`src/i3c_standby_settings.svh`:
```
// Build-time settings of the I3C standby receive path
`ifndef I3C_STANDBY_SETTINGS_SVH
`define I3C_STANDBY_SETTINGS_SVH

// Static address answered by this target
`define STATIC_ADDR 7'h22

// Entries in the RX buffer, a power of two of 2 or more
`define RX_BUF_DEPTH 4

// Flops per line in the SCL/SDA synchronizers
`define SYNC_STAGES 2

`endif

```
`src/i3c_standby_pkg.sv`:
```
// Bus event, received byte and RX buffer entry types
`default_nettype none

package i3c_standby_pkg;

  // One cycle flags from the bus monitor
  typedef struct packed {
    logic start;
    logic stop;
    logic scl_rise;
    logic sda;
  } bus_event_t;

  // Header or SDR data byte from the deserializer
  typedef struct packed {
    logic [7:0] data;
    logic       is_header;
    logic       ninth;
    logic       parity_ok;
  } rx_byte_t;

  // Data byte or flush marker headed for the RX queue
  typedef struct packed {
    logic [7:0] data;
    logic       flush;
  } rx_entry_t;

endpackage

`default_nettype wire

```
`src/bus_monitor.sv`:
```
// Bus monitor with SCL/SDA synchronizers and START, STOP and SCL rise detection
`timescale 1ns/1ps
`include "i3c_standby_settings.svh"
`default_nettype none

module bus_monitor
  import i3c_standby_pkg::*;
(
  input  logic       clk_i,
  input  logic       arst_n_i,
  input  logic       enable_i,
  input  logic       scl_i,
  input  logic       sda_i,
  output bus_event_t event_o
);

  logic [`SYNC_STAGES-1:0] scl_sync_q;
  logic [`SYNC_STAGES-1:0] sda_sync_q;
  logic                    scl_prev_q;
  logic                    sda_prev_q;
  logic                    scl_cur;
  logic                    sda_cur;
  bus_event_t              event_d;

  assign scl_cur = scl_sync_q[`SYNC_STAGES-1];
  assign sda_cur = sda_sync_q[`SYNC_STAGES-1];

  // Lines idle high
  always_ff @(posedge clk_i or negedge arst_n_i) begin
    if (!arst_n_i) begin
      scl_sync_q <= '1;
      sda_sync_q <= '1;
      scl_prev_q <= 1'b1;
      sda_prev_q <= 1'b1;
    end else begin
      scl_sync_q <= {scl_sync_q[`SYNC_STAGES-2:0], scl_i};
      sda_sync_q <= {sda_sync_q[`SYNC_STAGES-2:0], sda_i};
      scl_prev_q <= scl_cur;
      sda_prev_q <= sda_cur;
    end
  end

  // SDA edges while SCL stays high are bus conditions
  always_comb begin
    event_d.start    = scl_prev_q && scl_cur && sda_prev_q && !sda_cur;
    event_d.stop     = scl_prev_q && scl_cur && !sda_prev_q && sda_cur;
    event_d.scl_rise = !scl_prev_q && scl_cur;
    event_d.sda      = sda_cur;
  end

  always_ff @(posedge clk_i or negedge arst_n_i) begin
    if (!arst_n_i) begin
      event_o <= '0;
    end else begin
      event_o <= enable_i ? event_d : '0;
    end
  end

  // Coincident SCL and SDA edges would hide a START or STOP
  a_no_dual_edge: assert property (
    @(posedge clk_i) disable iff (!arst_n_i)
    !((scl_cur != scl_prev_q) && (sda_cur != sda_prev_q))
  );

endmodule

`default_nettype wire

```
`src/sdr_deserializer.sv`:
```
// SDR deserializer with header and data framing, T-bit parity check and ACK drive
`timescale 1ns/1ps
`default_nettype none

module sdr_deserializer
  import i3c_standby_pkg::*;
(
  input  logic       clk_i,
  input  logic       arst_n_i,
  input  bus_event_t event_i,
  input  logic       ack_req_i,
  output logic       byte_valid_o,
  output rx_byte_t   byte_o,
  output logic       sda_o
);

  localparam int PHASE_W = 8;

  logic [3:0]         bit_cnt_q;
  logic               hdr_q;
  logic [7:0]         shift_q;
  logic [7:0]         shift_next;
  logic               ninth_slot;
  logic               hdr_done;
  logic               data_done;
  logic [PHASE_W-1:0] phase_cnt_q;
  logic [PHASE_W-1:0] half_q;
  logic               scl_low_q;
  logic               scl_fall;
  logic               ack_drive_q;

  assign shift_next = {shift_q[6:0], event_i.sda};
  assign ninth_slot = (bit_cnt_q == 4'd8);
  assign hdr_done   = event_i.scl_rise && hdr_q && (bit_cnt_q == 4'd7);
  assign data_done  = event_i.scl_rise && !hdr_q && ninth_slot;

  // Falling edge estimated half an SCL period after each rise
  assign scl_fall   = !event_i.scl_rise && !scl_low_q && (phase_cnt_q == half_q);

  always_ff @(posedge clk_i or negedge arst_n_i) begin
    if (!arst_n_i) begin
      bit_cnt_q    <= '0;
      hdr_q        <= 1'b0;
      byte_valid_o <= 1'b0;
    end else begin
      byte_valid_o <= hdr_done || data_done;
      if (event_i.start) begin
        bit_cnt_q <= '0;
        hdr_q     <= 1'b1;
      end else if (event_i.stop) begin
        bit_cnt_q <= '0;
        hdr_q     <= 1'b0;
      end else if (event_i.scl_rise) begin
        if (ninth_slot) begin
          bit_cnt_q <= '0;
          hdr_q     <= 1'b0;
        end else begin
          bit_cnt_q <= bit_cnt_q + 4'd1;
        end
      end
    end
  end

  // MSB first, ninth bit kept out of the shifter
  always_ff @(posedge clk_i) begin
    if (event_i.scl_rise && !ninth_slot) begin
      shift_q <= shift_next;
    end
    if (hdr_done) begin
      byte_o.data      <= shift_next;
      byte_o.is_header <= 1'b1;
      byte_o.ninth     <= 1'b0;
      byte_o.parity_ok <= 1'b1;
    end else if (data_done) begin
      byte_o.data      <= shift_q;
      byte_o.is_header <= 1'b0;
      byte_o.ninth     <= event_i.sda;
      byte_o.parity_ok <= ^{shift_q, event_i.sda};
    end
  end

  always_ff @(posedge clk_i or negedge arst_n_i) begin
    if (!arst_n_i) begin
      phase_cnt_q <= '0;
      half_q      <= '1;
      scl_low_q   <= 1'b1;
    end else if (event_i.scl_rise) begin
      half_q      <= phase_cnt_q >> 1;
      phase_cnt_q <= '0;
      scl_low_q   <= 1'b0;
    end else begin
      if (phase_cnt_q != '1) begin
        phase_cnt_q <= phase_cnt_q + 1'b1;
      end
      if (scl_fall) begin
        scl_low_q <= 1'b1;
      end
    end
  end

  // Pulls SDA from the fall after bit 8 to the fall after the ACK bit
  always_ff @(posedge clk_i or negedge arst_n_i) begin
    if (!arst_n_i) begin
      ack_drive_q <= 1'b0;
    end else if (event_i.start || event_i.stop || !ack_req_i) begin
      ack_drive_q <= 1'b0;
    end else if (scl_fall) begin
      ack_drive_q <= hdr_q && ninth_slot;
    end
  end

  assign sda_o = !ack_drive_q;

  a_ack_in_ninth_slot: assert property (
    @(posedge clk_i) disable iff (!arst_n_i)
    (!sda_o && event_i.scl_rise) |-> (hdr_q && ninth_slot)
  );

endmodule

`default_nettype wire

```
`src/target_addr_filter.sv`:
```
// Target address filter with ACK decision, transfer state and RX entry generation
`timescale 1ns/1ps
`include "i3c_standby_settings.svh"
`default_nettype none

module target_addr_filter
  import i3c_standby_pkg::*;
(
  input  logic       clk_i,
  input  logic       arst_n_i,
  input  logic       byte_valid_i,
  input  rx_byte_t   byte_i,
  input  logic       stop_i,
  input  logic [6:0] dyn_addr_i,
  input  logic       dyn_addr_valid_i,
  output logic       ack_req_o,
  output logic       push_o,
  output rx_entry_t  entry_o,
  output logic [7:0] bus_addr_o,
  output logic       bus_addr_valid_o
);

  typedef enum logic [1:0] {
    XFER_NONE,
    XFER_OWN_WR,
    XFER_BCAST,
    XFER_OTHER
  } xfer_e;

  xfer_e      xfer_q;
  logic       pushed_q;
  logic [6:0] hdr_addr;
  logic       hdr_rnw;
  logic       own_match;
  logic       bcast_match;
  logic       hdr_valid;
  logic       data_valid;
  logic       data_push;
  logic       flush_push;

  assign hdr_addr    = byte_i.data[7:1];
  assign hdr_rnw     = byte_i.data[0];
  assign own_match   = (hdr_addr == `STATIC_ADDR) ||
                       (dyn_addr_valid_i && (hdr_addr == dyn_addr_i));
  assign bcast_match = (hdr_addr == 7'h7E);
  assign hdr_valid   = byte_valid_i && byte_i.is_header;
  assign data_valid  = byte_valid_i && !byte_i.is_header;
  assign data_push   = data_valid && (xfer_q == XFER_OWN_WR) && byte_i.parity_ok;
  assign flush_push  = stop_i && (xfer_q == XFER_OWN_WR) && pushed_q;

  always_ff @(posedge clk_i or negedge arst_n_i) begin
    if (!arst_n_i) begin
      xfer_q           <= XFER_NONE;
      pushed_q         <= 1'b0;
      ack_req_o        <= 1'b0;
      push_o           <= 1'b0;
      bus_addr_valid_o <= 1'b0;
    end else begin
      push_o           <= data_push || flush_push;
      bus_addr_valid_o <= hdr_valid && (own_match || bcast_match);
      if (stop_i) begin
        xfer_q    <= XFER_NONE;
        pushed_q  <= 1'b0;
        ack_req_o <= 1'b0;
      end else if (hdr_valid) begin
        // Reads are NACKed, there is no TX path
        ack_req_o <= (own_match || bcast_match) && !hdr_rnw;
        pushed_q  <= 1'b0;
        if (own_match && !hdr_rnw) begin
          xfer_q <= XFER_OWN_WR;
        end else if (bcast_match) begin
          xfer_q <= XFER_BCAST;
        end else begin
          xfer_q <= XFER_OTHER;
        end
      end else if (data_valid) begin
        ack_req_o <= 1'b0;
        if (data_push) begin
          pushed_q <= 1'b1;
        end
      end
    end
  end

  always_ff @(posedge clk_i) begin
    if (hdr_valid) begin
      bus_addr_o <= byte_i.data;
    end
    if (data_push) begin
      entry_o.data  <= byte_i.data;
      entry_o.flush <= 1'b0;
    end else if (flush_push) begin
      entry_o.data  <= '0;
      entry_o.flush <= 1'b1;
    end
  end

endmodule

`default_nettype wire

```
`src/rx_flow.sv`:
```
// RX buffer of data and flush entries driving the RX queue write port
`timescale 1ns/1ps
`include "i3c_standby_settings.svh"
`default_nettype none

module rx_flow
  import i3c_standby_pkg::*;
(
  input  logic       clk_i,
  input  logic       arst_n_i,
  input  logic       push_i,
  input  rx_entry_t  entry_i,
  input  logic       rx_queue_wready_i,
  output logic       rx_queue_wvalid_o,
  output logic       rx_queue_wflush_o,
  output logic [7:0] rx_queue_wdata_o,
  output logic       rx_overflow_o
);

  localparam int DEPTH = `RX_BUF_DEPTH;
  localparam int PTR_W = $clog2(DEPTH);
  localparam logic [PTR_W:0] FULL_CNT = (PTR_W + 1)'(DEPTH);

  rx_entry_t        buf_q [DEPTH];
  logic [PTR_W-1:0] wr_ptr_q;
  logic [PTR_W-1:0] rd_ptr_q;
  logic [PTR_W:0]   count_q;
  rx_entry_t        head;
  logic             not_empty;
  logic             full;
  logic             wr_en;
  logic             rd_en;

  assign head      = buf_q[rd_ptr_q];
  assign not_empty = (count_q != '0);
  assign full      = (count_q == FULL_CNT);
  assign wr_en     = push_i && !full;

  // Flush leaves on its own, data waits for wready
  assign rx_queue_wvalid_o = not_empty && !head.flush;
  assign rx_queue_wflush_o = not_empty && head.flush;
  assign rx_queue_wdata_o  = head.data;
  assign rd_en = rx_queue_wflush_o || (rx_queue_wvalid_o && rx_queue_wready_i);

  always_ff @(posedge clk_i) begin
    if (wr_en) begin
      buf_q[wr_ptr_q] <= entry_i;
    end
  end

  always_ff @(posedge clk_i or negedge arst_n_i) begin
    if (!arst_n_i) begin
      wr_ptr_q      <= '0;
      rd_ptr_q      <= '0;
      count_q       <= '0;
      rx_overflow_o <= 1'b0;
    end else begin
      rx_overflow_o <= push_i && full;
      if (wr_en) begin
        wr_ptr_q <= wr_ptr_q + 1'b1;
      end
      if (rd_en) begin
        rd_ptr_q <= rd_ptr_q + 1'b1;
      end
      case ({wr_en, rd_en})
        2'b10:   count_q <= count_q + 1'b1;
        2'b01:   count_q <= count_q - 1'b1;
        default: count_q <= count_q;
      endcase
    end
  end

  // Count never passes the depth and agrees with the pointers
  a_count_ptr_match: assert property (
    @(posedge clk_i) disable iff (!arst_n_i)
    (count_q <= FULL_CNT) && (count_q[PTR_W-1:0] == (wr_ptr_q - rd_ptr_q))
  );

  a_wdata_hold: assert property (
    @(posedge clk_i) disable iff (!arst_n_i)
    (rx_queue_wvalid_o && !rx_queue_wready_i) |=>
      (rx_queue_wvalid_o && $stable(rx_queue_wdata_o))
  );

endmodule

`default_nettype wire

```
`src/controller_standby_i3c.sv`:
```
// I3C standby controller top level with the monitor, deserializer, filter and RX flow
`timescale 1ns/1ps
`default_nettype none

module controller_standby_i3c
  import i3c_standby_pkg::*;
(
  input  logic       clk_i,
  input  logic       arst_n_i,
  input  logic       i3c_standby_en_i,

  // SDA/SCL pads
  input  logic       ctrl_scl_i,
  input  logic       ctrl_sda_i,
  output logic       ctrl_scl_o,
  output logic       ctrl_sda_o,

  // Dynamic address from DAA or the CSRs
  input  logic [6:0] dyn_addr_i,
  input  logic       dyn_addr_valid_i,

  // RX data queue
  input  logic       rx_queue_wready_i,
  output logic       rx_queue_wvalid_o,
  output logic [7:0] rx_queue_wdata_o,
  output logic       rx_queue_wflush_o,
  output logic       rx_overflow_o,

  // Bus conditions and received header
  output logic       bus_start_o,
  output logic       bus_stop_o,
  output logic [7:0] bus_addr_o,
  output logic       bus_addr_valid_o
);

  bus_event_t bus_event;
  logic       ack_req;
  logic       byte_valid;
  rx_byte_t   rx_byte;
  logic       push;
  rx_entry_t  entry;

  bus_monitor xbus_monitor (
    .clk_i    (clk_i),
    .arst_n_i (arst_n_i),
    .enable_i (i3c_standby_en_i),
    .scl_i    (ctrl_scl_i),
    .sda_i    (ctrl_sda_i),
    .event_o  (bus_event)
  );

  sdr_deserializer xsdr_deserializer (
    .clk_i        (clk_i),
    .arst_n_i     (arst_n_i),
    .event_i      (bus_event),
    .ack_req_i    (ack_req),
    .byte_valid_o (byte_valid),
    .byte_o       (rx_byte),
    .sda_o        (ctrl_sda_o)
  );

  target_addr_filter xtarget_addr_filter (
    .clk_i            (clk_i),
    .arst_n_i         (arst_n_i),
    .byte_valid_i     (byte_valid),
    .byte_i           (rx_byte),
    .stop_i           (bus_event.stop),
    .dyn_addr_i       (dyn_addr_i),
    .dyn_addr_valid_i (dyn_addr_valid_i),
    .ack_req_o        (ack_req),
    .push_o           (push),
    .entry_o          (entry),
    .bus_addr_o       (bus_addr_o),
    .bus_addr_valid_o (bus_addr_valid_o)
  );

  rx_flow xrx_flow (
    .clk_i             (clk_i),
    .arst_n_i          (arst_n_i),
    .push_i            (push),
    .entry_i           (entry),
    .rx_queue_wready_i (rx_queue_wready_i),
    .rx_queue_wvalid_o (rx_queue_wvalid_o),
    .rx_queue_wflush_o (rx_queue_wflush_o),
    .rx_queue_wdata_o  (rx_queue_wdata_o),
    .rx_overflow_o     (rx_overflow_o)
  );

  // SCL is never stretched
  assign ctrl_scl_o = 1'b1;

  // Repeated START included
  assign bus_start_o = bus_event.start;
  assign bus_stop_o  = bus_event.stop;

endmodule

`default_nettype wire

```
`config.mk`:
```
export PLATFORM = sky130hd
export DESIGN_NAME = controller_standby_i3c
export DESIGN_NICKNAME = d
export VERILOG_FILES = /design/src/i3c_standby_pkg.sv /design/src/bus_monitor.sv /design/src/sdr_deserializer.sv /design/src/target_addr_filter.sv /design/src/rx_flow.sv /design/src/controller_standby_i3c.sv
export VERILOG_INCLUDE_DIRS = /design/src
export SDC_FILE = /design/constraint.sdc
export NUM_CORES = 1
export LEC_CHECK = 0
export BUFFER_PORTS_ARGS = -buffer_cell sky130_fd_sc_hd__buf_2
export CORE_MARGIN = 3
export CORE_UTILIZATION = 54
export CTS_CLUSTER_SIZE = 12
export DETAILED_ROUTE_END_ITERATION = 16
export GPL_TIMING_DRIVEN = 0
export PLACE_DENSITY = 0.72
export SKIP_CTS_REPAIR_TIMING = 1
export SLEW_MARGIN = 25
export SYNTH_ARGS = -nofsm -noshare
export SYNTH_HDL_FRONTEND = slang
export SYNTH_HIERARCHICAL = 1
export SYNTH_SLANG_ARGS = --single-unit
```
`constraint.sdc`:
```
create_clock -name clk_i -period 2.1 [get_ports clk_i]
set_clock_uncertainty 0.2 [all_clocks]
set_input_delay 0.315 -clock clk_i [delete_from_list [all_inputs] [get_ports clk_i]]
set_output_delay 0.315 -clock clk_i [all_outputs]
set_load 0.01 [all_outputs]
```
* Word-level counts from Yosys, hierarchy flattened
Memory sizes are Yosys's and may differ from the RTL's.
Cells that the tools add are included.
** Storage, ports and cells
- Bits in registers :: 84
- Memory bits (writable) :: 36
- Input bits :: 14
- Output and inout port bits :: 24
- Word-level logic and storage cells :: 147
- Memories kept :: 1
** Memories
- xrx_flow.buf_q :: words 4, width 9, read ports 1, clocked after Yosys merged registers in 0, wr ports 1, line rx_flow.sv:24 : rx_entry_t buf_q [DEPTH];
** Operators by class
- $add $sub $neg :: 6
- Equality and inequality tests :: 11
- Mux-type cells :: 33
- Reductions and logical operators :: 64
** Operators by type and width (number)
- logical AND 1 bit :: 29
- 2-to-1 mux 11 bit :: 2
- 2-to-1 mux 4 bit :: 5
- 2-to-1 mux 1 bit :: 18
- 2-to-1 mux 9 bit :: 2
- 2-to-1 mux 8 bit :: 2
- nonzero test 3 bit :: 5
- nonzero test 2 bit :: 7
- logical NOT 1 bit :: 13
- parity 9 bit :: 1
- adder 8 x 1 -> 8 bit (second input constant) :: 1
- == test 8 bit :: 1
- != test 8 bit (second input constant) :: 1
- == test 7 x 6 -> 1 bit (second input constant) :: 1
- == test 7 bit :: 1
- == test 7 bit (second input constant) :: 1
- logical OR 1 bit :: 7
- 2-to-1 mux 2 bit :: 3
- one-hot mux 3 bit (2 select lines) :: 1
- adder 2 x 1 -> 2 bit (second input constant) :: 2
- adder 4 x 1 -> 4 bit (second input constant) :: 1
- == test 2 x 1 -> 1 bit (second input constant) :: 2
- == test 4 x 3 -> 1 bit (second input constant) :: 1
- == test 4 bit (second input constant) :: 1
- 5 further kinds :: 6

* Longest topological paths before layout
- Depth in word-level cells :: 8
- Depth in mapped cells :: 10
- Mapped depth without buffers :: 9

* Hierarchy
The synthesis kept the hierarchy.
** Modules (own cells, without submodules)
- sdr_deserializer :: times used 1, cells an instance 159, area an instance 1974.4 µm², sequential area each 1152.4 µm²
- rx_flow :: times used 1, cells an instance 93, area an instance 1826.8 µm², sequential area each 1281.2 µm²
- target_addr_filter :: times used 1, cells an instance 66, area an instance 957.2 µm², sequential area each 650.6 µm²
- bus_monitor :: times used 1, cells an instance 16, area an instance 307.8 µm², sequential area each 257.7 µm²
- controller_standby_i3c :: times used 1, cells an instance 2, area an instance 11.3 µm², sequential area each 0.0 µm²

* Worst setup path before layout
OpenSTA, ideal clock, no wires.
- Path type :: register to register
- From :: reg xrx_flow.rd_ptr_q[1]
- To :: reg xrx_flow.count_q[2]
- Arrival :: 1.908 ns
- Path slack :: -0.088 ns
- Cell stages (with the launch flop) :: 11
- Buffers on the path :: 1
- Clock period less this slack :: 2.188 ns
- Cells stage by stage :: dfrtp_1 buf_6 mux2_4 o21ai_0 o21ai_0 ha_1 inv_1 fa_1 xor2_1 nor2_1 xor2_1
** Between the ends
- Cells in the longest elaborated chain, start to end :: 7
- Elaborated cells between the ends (all ways) :: 10
- Those cells by class :: eq/ne (2); mux (1); reduce/logical (6); memory (1)
** RTL lines
- start, declared :: line rx_flow.sv:26 : logic [PTR_W-1:0] rd_ptr_q;
- start signal, assigned :: line rx_flow.sv:63 : rd_ptr_q <= rd_ptr_q + 1'b1;
- memory (4 x 9 bit) *
- logical NOT 1 bit :: line rx_flow.sv:40 : assign rx_queue_wvalid_o = not_empty && !head.flush;
- logical AND 1 bit :: line rx_flow.sv:40
- logical AND 1 bit :: line rx_flow.sv:43 : assign rd_en = rx_queue_wflush_o || (rx_queue_wvalid_o && rx_queue_wready_i);
- logical OR 1 bit * :: line rx_flow.sv:43
- net xrx_flow.rd_en :: line rx_flow.sv:32 : logic rd_en;
- == test 2 x 1 -> 1 bit / == test 2 bit (equally long branches) :: line rx_flow.sv:65 : case ({wr_en, rd_en})
- one-hot mux 3 bit (2 select lines) / nonzero test 2 bit (equally long branches)
- end signal, assigned :: line rx_flow.sv:66 : 2'b10: count_q <= count_q + 1'b1;
- end signal, assigned :: line rx_flow.sv:67 : 2'b01: count_q <= count_q - 1'b1;
- end signal, assigned :: line rx_flow.sv:68 : default: count_q <= count_q;
- end, declared :: line rx_flow.sv:27 : logic [PTR_W:0] count_q;
The timed path passes the listed nets; every way through them passes the cells marked *.
A chain may end at the register's enable or synchronous reset.

* Worst setup path in the final report
- From :: reg xrx_flow.rd_ptr_q[0]
- To :: out rx_queue_wdata_o[0]
** Between the ends
- Cells in the longest elaborated chain, start to end :: 1
** RTL lines
- memory (4 x 9 bit)
- end, declared :: line controller_standby_i3c.sv:25 : output logic [7:0] rx_queue_wdata_o,
Every way passes these cells.

==> impl_metrics.py <==
metrics = {
    "outcome": {
        "outcome": "complete, but fails checks",
        "violations": "setup timing",
    },
    "setup_path": {
        "crit_family": "multiplexers",
        "setup.worst_path.start_class": "register",
        "critPathMostFrequentCell": "buf_6",
        "reg2reg_depth": 10,
        "cp.depth": 3,
        "crit_buf_inv": 2,
        "critical_path.slowest_cell": "mux4_2",
        "max_stage_delay_ps": 540,
        "crit_arrival_ps": 1780,
        "path_cells": "buf_6, mux4_2, buf_6",
        "crit_path_end_kind": "primary output",
        "worstPathRequired_ps": 1580,
        "critPathKind": "register to primary output",
        "worstPathMaxFanout": 5,
    },
    "sta": {
        "finalCritPeriodShare_pct": 109,
        "rsz0062_at_grt": "yes",
        "fmax_mhz": 436,
        "worst_slew_pin_slew_ps": 598,
        "final_max_slew_viol_count": 0,
        "setup_slack_ps": -193,
        "final.min_clock_period_ps": 2290,
        "setup_violations": 12,
        "slew_headroom_pct": 60.1,
        "whs_ps": 11.1,
        "hold_viol": 0,
        "setup_tns_ps": -1610,
    },
    "global_route": {
        "grtUsageTotal_pct": 16.6,
        "grt_pass1_vias": 2761,
        "antenna_found_initial": 0,
        "grt_max_degree": 49,
        "grt-ovfl-total": 0,
        "grt_first_pass_wirelength_mm": 13.1,
    },
    "hold_path": {
        "worstHoldPathCells": 3,
        "worstHoldPathType": "input pin to register",
    },
    "drt": {
        "highest_layer": "met4",
        "post-route-drc-count": 0,
        "vias": 2790,
        "met1_length_mm": 3.71,
        "drt-total-wl_mm": 8.41,
        "ant_nets": 0,
        "wl_per_cell_um": 16.0,
        "firstDrtPassIters": 4,
        "drtIter0Drc": 118,
        "wl_met3_um": 301,
        "avgViaCountPerCell": 5.32,
        "dr_wl_met2_mm": 4.28,
    },
    "final_layout": {
        "drive_gt1_share_pct": 35.6,
        "utilization_pct": 68.8,
        "area.growth.synth_to_final_pct": 21.3,
        "filler_cell_count": 614,
        "antenna_cells": 0,
        "layout.nets": 426,
    },
    "power_and_ir_drop": {
        "cellLeakagePower_nw": 2.49,
        "peakVddDrop_v": 0.000698,
        "p_per_area_nw_per_um2": 1140,
        "finalPower_mw": 7.01,
    },
    "clock_network": {
        "cts_inserted_buffers": 17,
        "clock-root-buffer": "clkbuf_8",
        "htreeDepth": 4,
        "cts_tree": "done",
        "clock_path_buffers": 2,
        "cts.sinks": 119,
        "clkTransAtPathRegs_ps": 60,
        "clk_latency_ps": 510,
    },
    "die": {
        "ios": 38,
        "die_w_um": 103,
        "start_util_pct": 56.7,
        "die_area_sq_um": 10500,
        "die-height_um": 103,
        "num_rows": 34,
        "design.core.area_sq_um": 8890,
    },
    "placed_design": {
        "io_buffer_count": 36,
        "gp_congestion": 0.745,
        "post-place-ws_ps": -148,
        "dpl.hpwl_mm": 5.24,
    },
    "synth": {
        "syn_avg_cell_area_sq_um": 15.2,
        "synth_nets": 355,
        "synthCells": 332,
        "yosys_warnings": 6,
        "synthesis.area_sq_um": 5040,
    },
    "job": {
        "max_cap_violations": 0,
    },
}
==> worst register-to-register path: cells and delay by family, from the launching register on <==
family,cells,cell delay [ps]
xor gates and xnor gates,2,290
and+or+nand+nor,1,120
DFF,1,400
adders and majority gates,2,520
buffers and inverters,2,180
muxes,1,210
AOI/OAI and AO/OA,2,180
==> metal layers <==
layer  global-route usage, %  vias up
met5                       0        -
met2                    27.1       48
met3                    5.62        9
li1                        -     1361
met1                    19.8     1372
met4                    8.17        0
==> report_power, final <==
group          leakage, nW  internal [mW]  switching [mW]  total, mW
Combinational        0.926          0.685           0.619       1.30
Sequential            1.28           2.73           0.236       2.96
Clock                0.281           1.62            1.12       2.74
Total                 2.49           5.03            1.97       7.01
==> registers in the layout, indices dropped and copies added, names as in the netlist, 4 cells and up <==
signal                          count
xbus_monitor/event_o                4
xrx_flow/buf_q                     36
xsdr_deserializer/bit_cnt_q         4
xsdr_deserializer/byte_o           10
xsdr_deserializer/half_q            8
xsdr_deserializer/phase_cnt_q       8
xsdr_deserializer/shift_q           8
xtarget_addr_filter/bus_addr_o      8
xtarget_addr_filter/entry_o         9
==> cell type report <==
| cell class | count | area (sq um) | area share [%] |
|---|---|---|---|
| multi-input combinational | 191 | 1610 | 26.3 |
| clock inverter | 15 | 155 | 2.54 |
| sequential | 119 | 3320 | 54.3 |
| inverter | 12 | 45.0 | 0.736 |
| timing repair buffer | 52 | 370 | 6.05 |
| tap | 108 | 135 | 2.21 |
| buffer | 10 | 71.3 | 1.17 |
| clock buffer | 17 | 414 | 6.77 |
==> per-stage QoR <==
stage	cells	area (sq um)
finish	524	6120
global route	524	6120
CTS	508	5940
detailed placement	476	5370
global placement	476	5370
floorplan	332	5050
==> placed cells by master, fill, tap and decap left out, types with 3 or more instances in the layout <==
cell,count
a21oi_1,5
a22o_1,8
a31o_2,3
and2_1,14
buf_2,29
buf_4,13
buf_6,13
clkbuf_16,16
dfrtp_1,33
dfstp_2,15
dfxtp_1,3
dlygate4sd3_1,4
edfxtp_1,68
ha_1,7
inv_1,12
inv_6,8
inv_8,3
mux2_2,9
mux2i_1,3
mux4_2,8
nand2_1,9
nand3_1,3
nand4_1,4
nor2_1,19
nor2b_1,5
nor3_1,9
o21ai_0,8
o21ai_2,3
xnor2_1,14
xor2_1,16
==> worst paths after layout <==
path	from	endpoint	slack [ps]
min reg2reg	xbus_monitor/scl_sync_q[0]$_DFF_PN1_	xbus_monitor/scl_sync_q[1]$_DFF_PN1_	160
max reg2reg	xrx_flow/rd_ptr_q[1]$_DFFE_PN0P_	xrx_flow/count_q[2]$_DFFE_PN0P_	-80
min	rx_queue_wready_i	xrx_flow/rd_ptr_q[1]$_DFFE_PN0P_	10
min in group asynchronous	arst_n_i	xrx_flow/count_q[0]$_DFFE_PN0P_	150
max	xrx_flow/rd_ptr_q[0]$_DFFE_PN0P_	rx_queue_wdata_o[0]	-190
max in group asynchronous	arst_n_i	xsdr_deserializer/bit_cnt_q[2]$_DFFE_PN0P_	1140
Power figures use the tool's default switching activity.
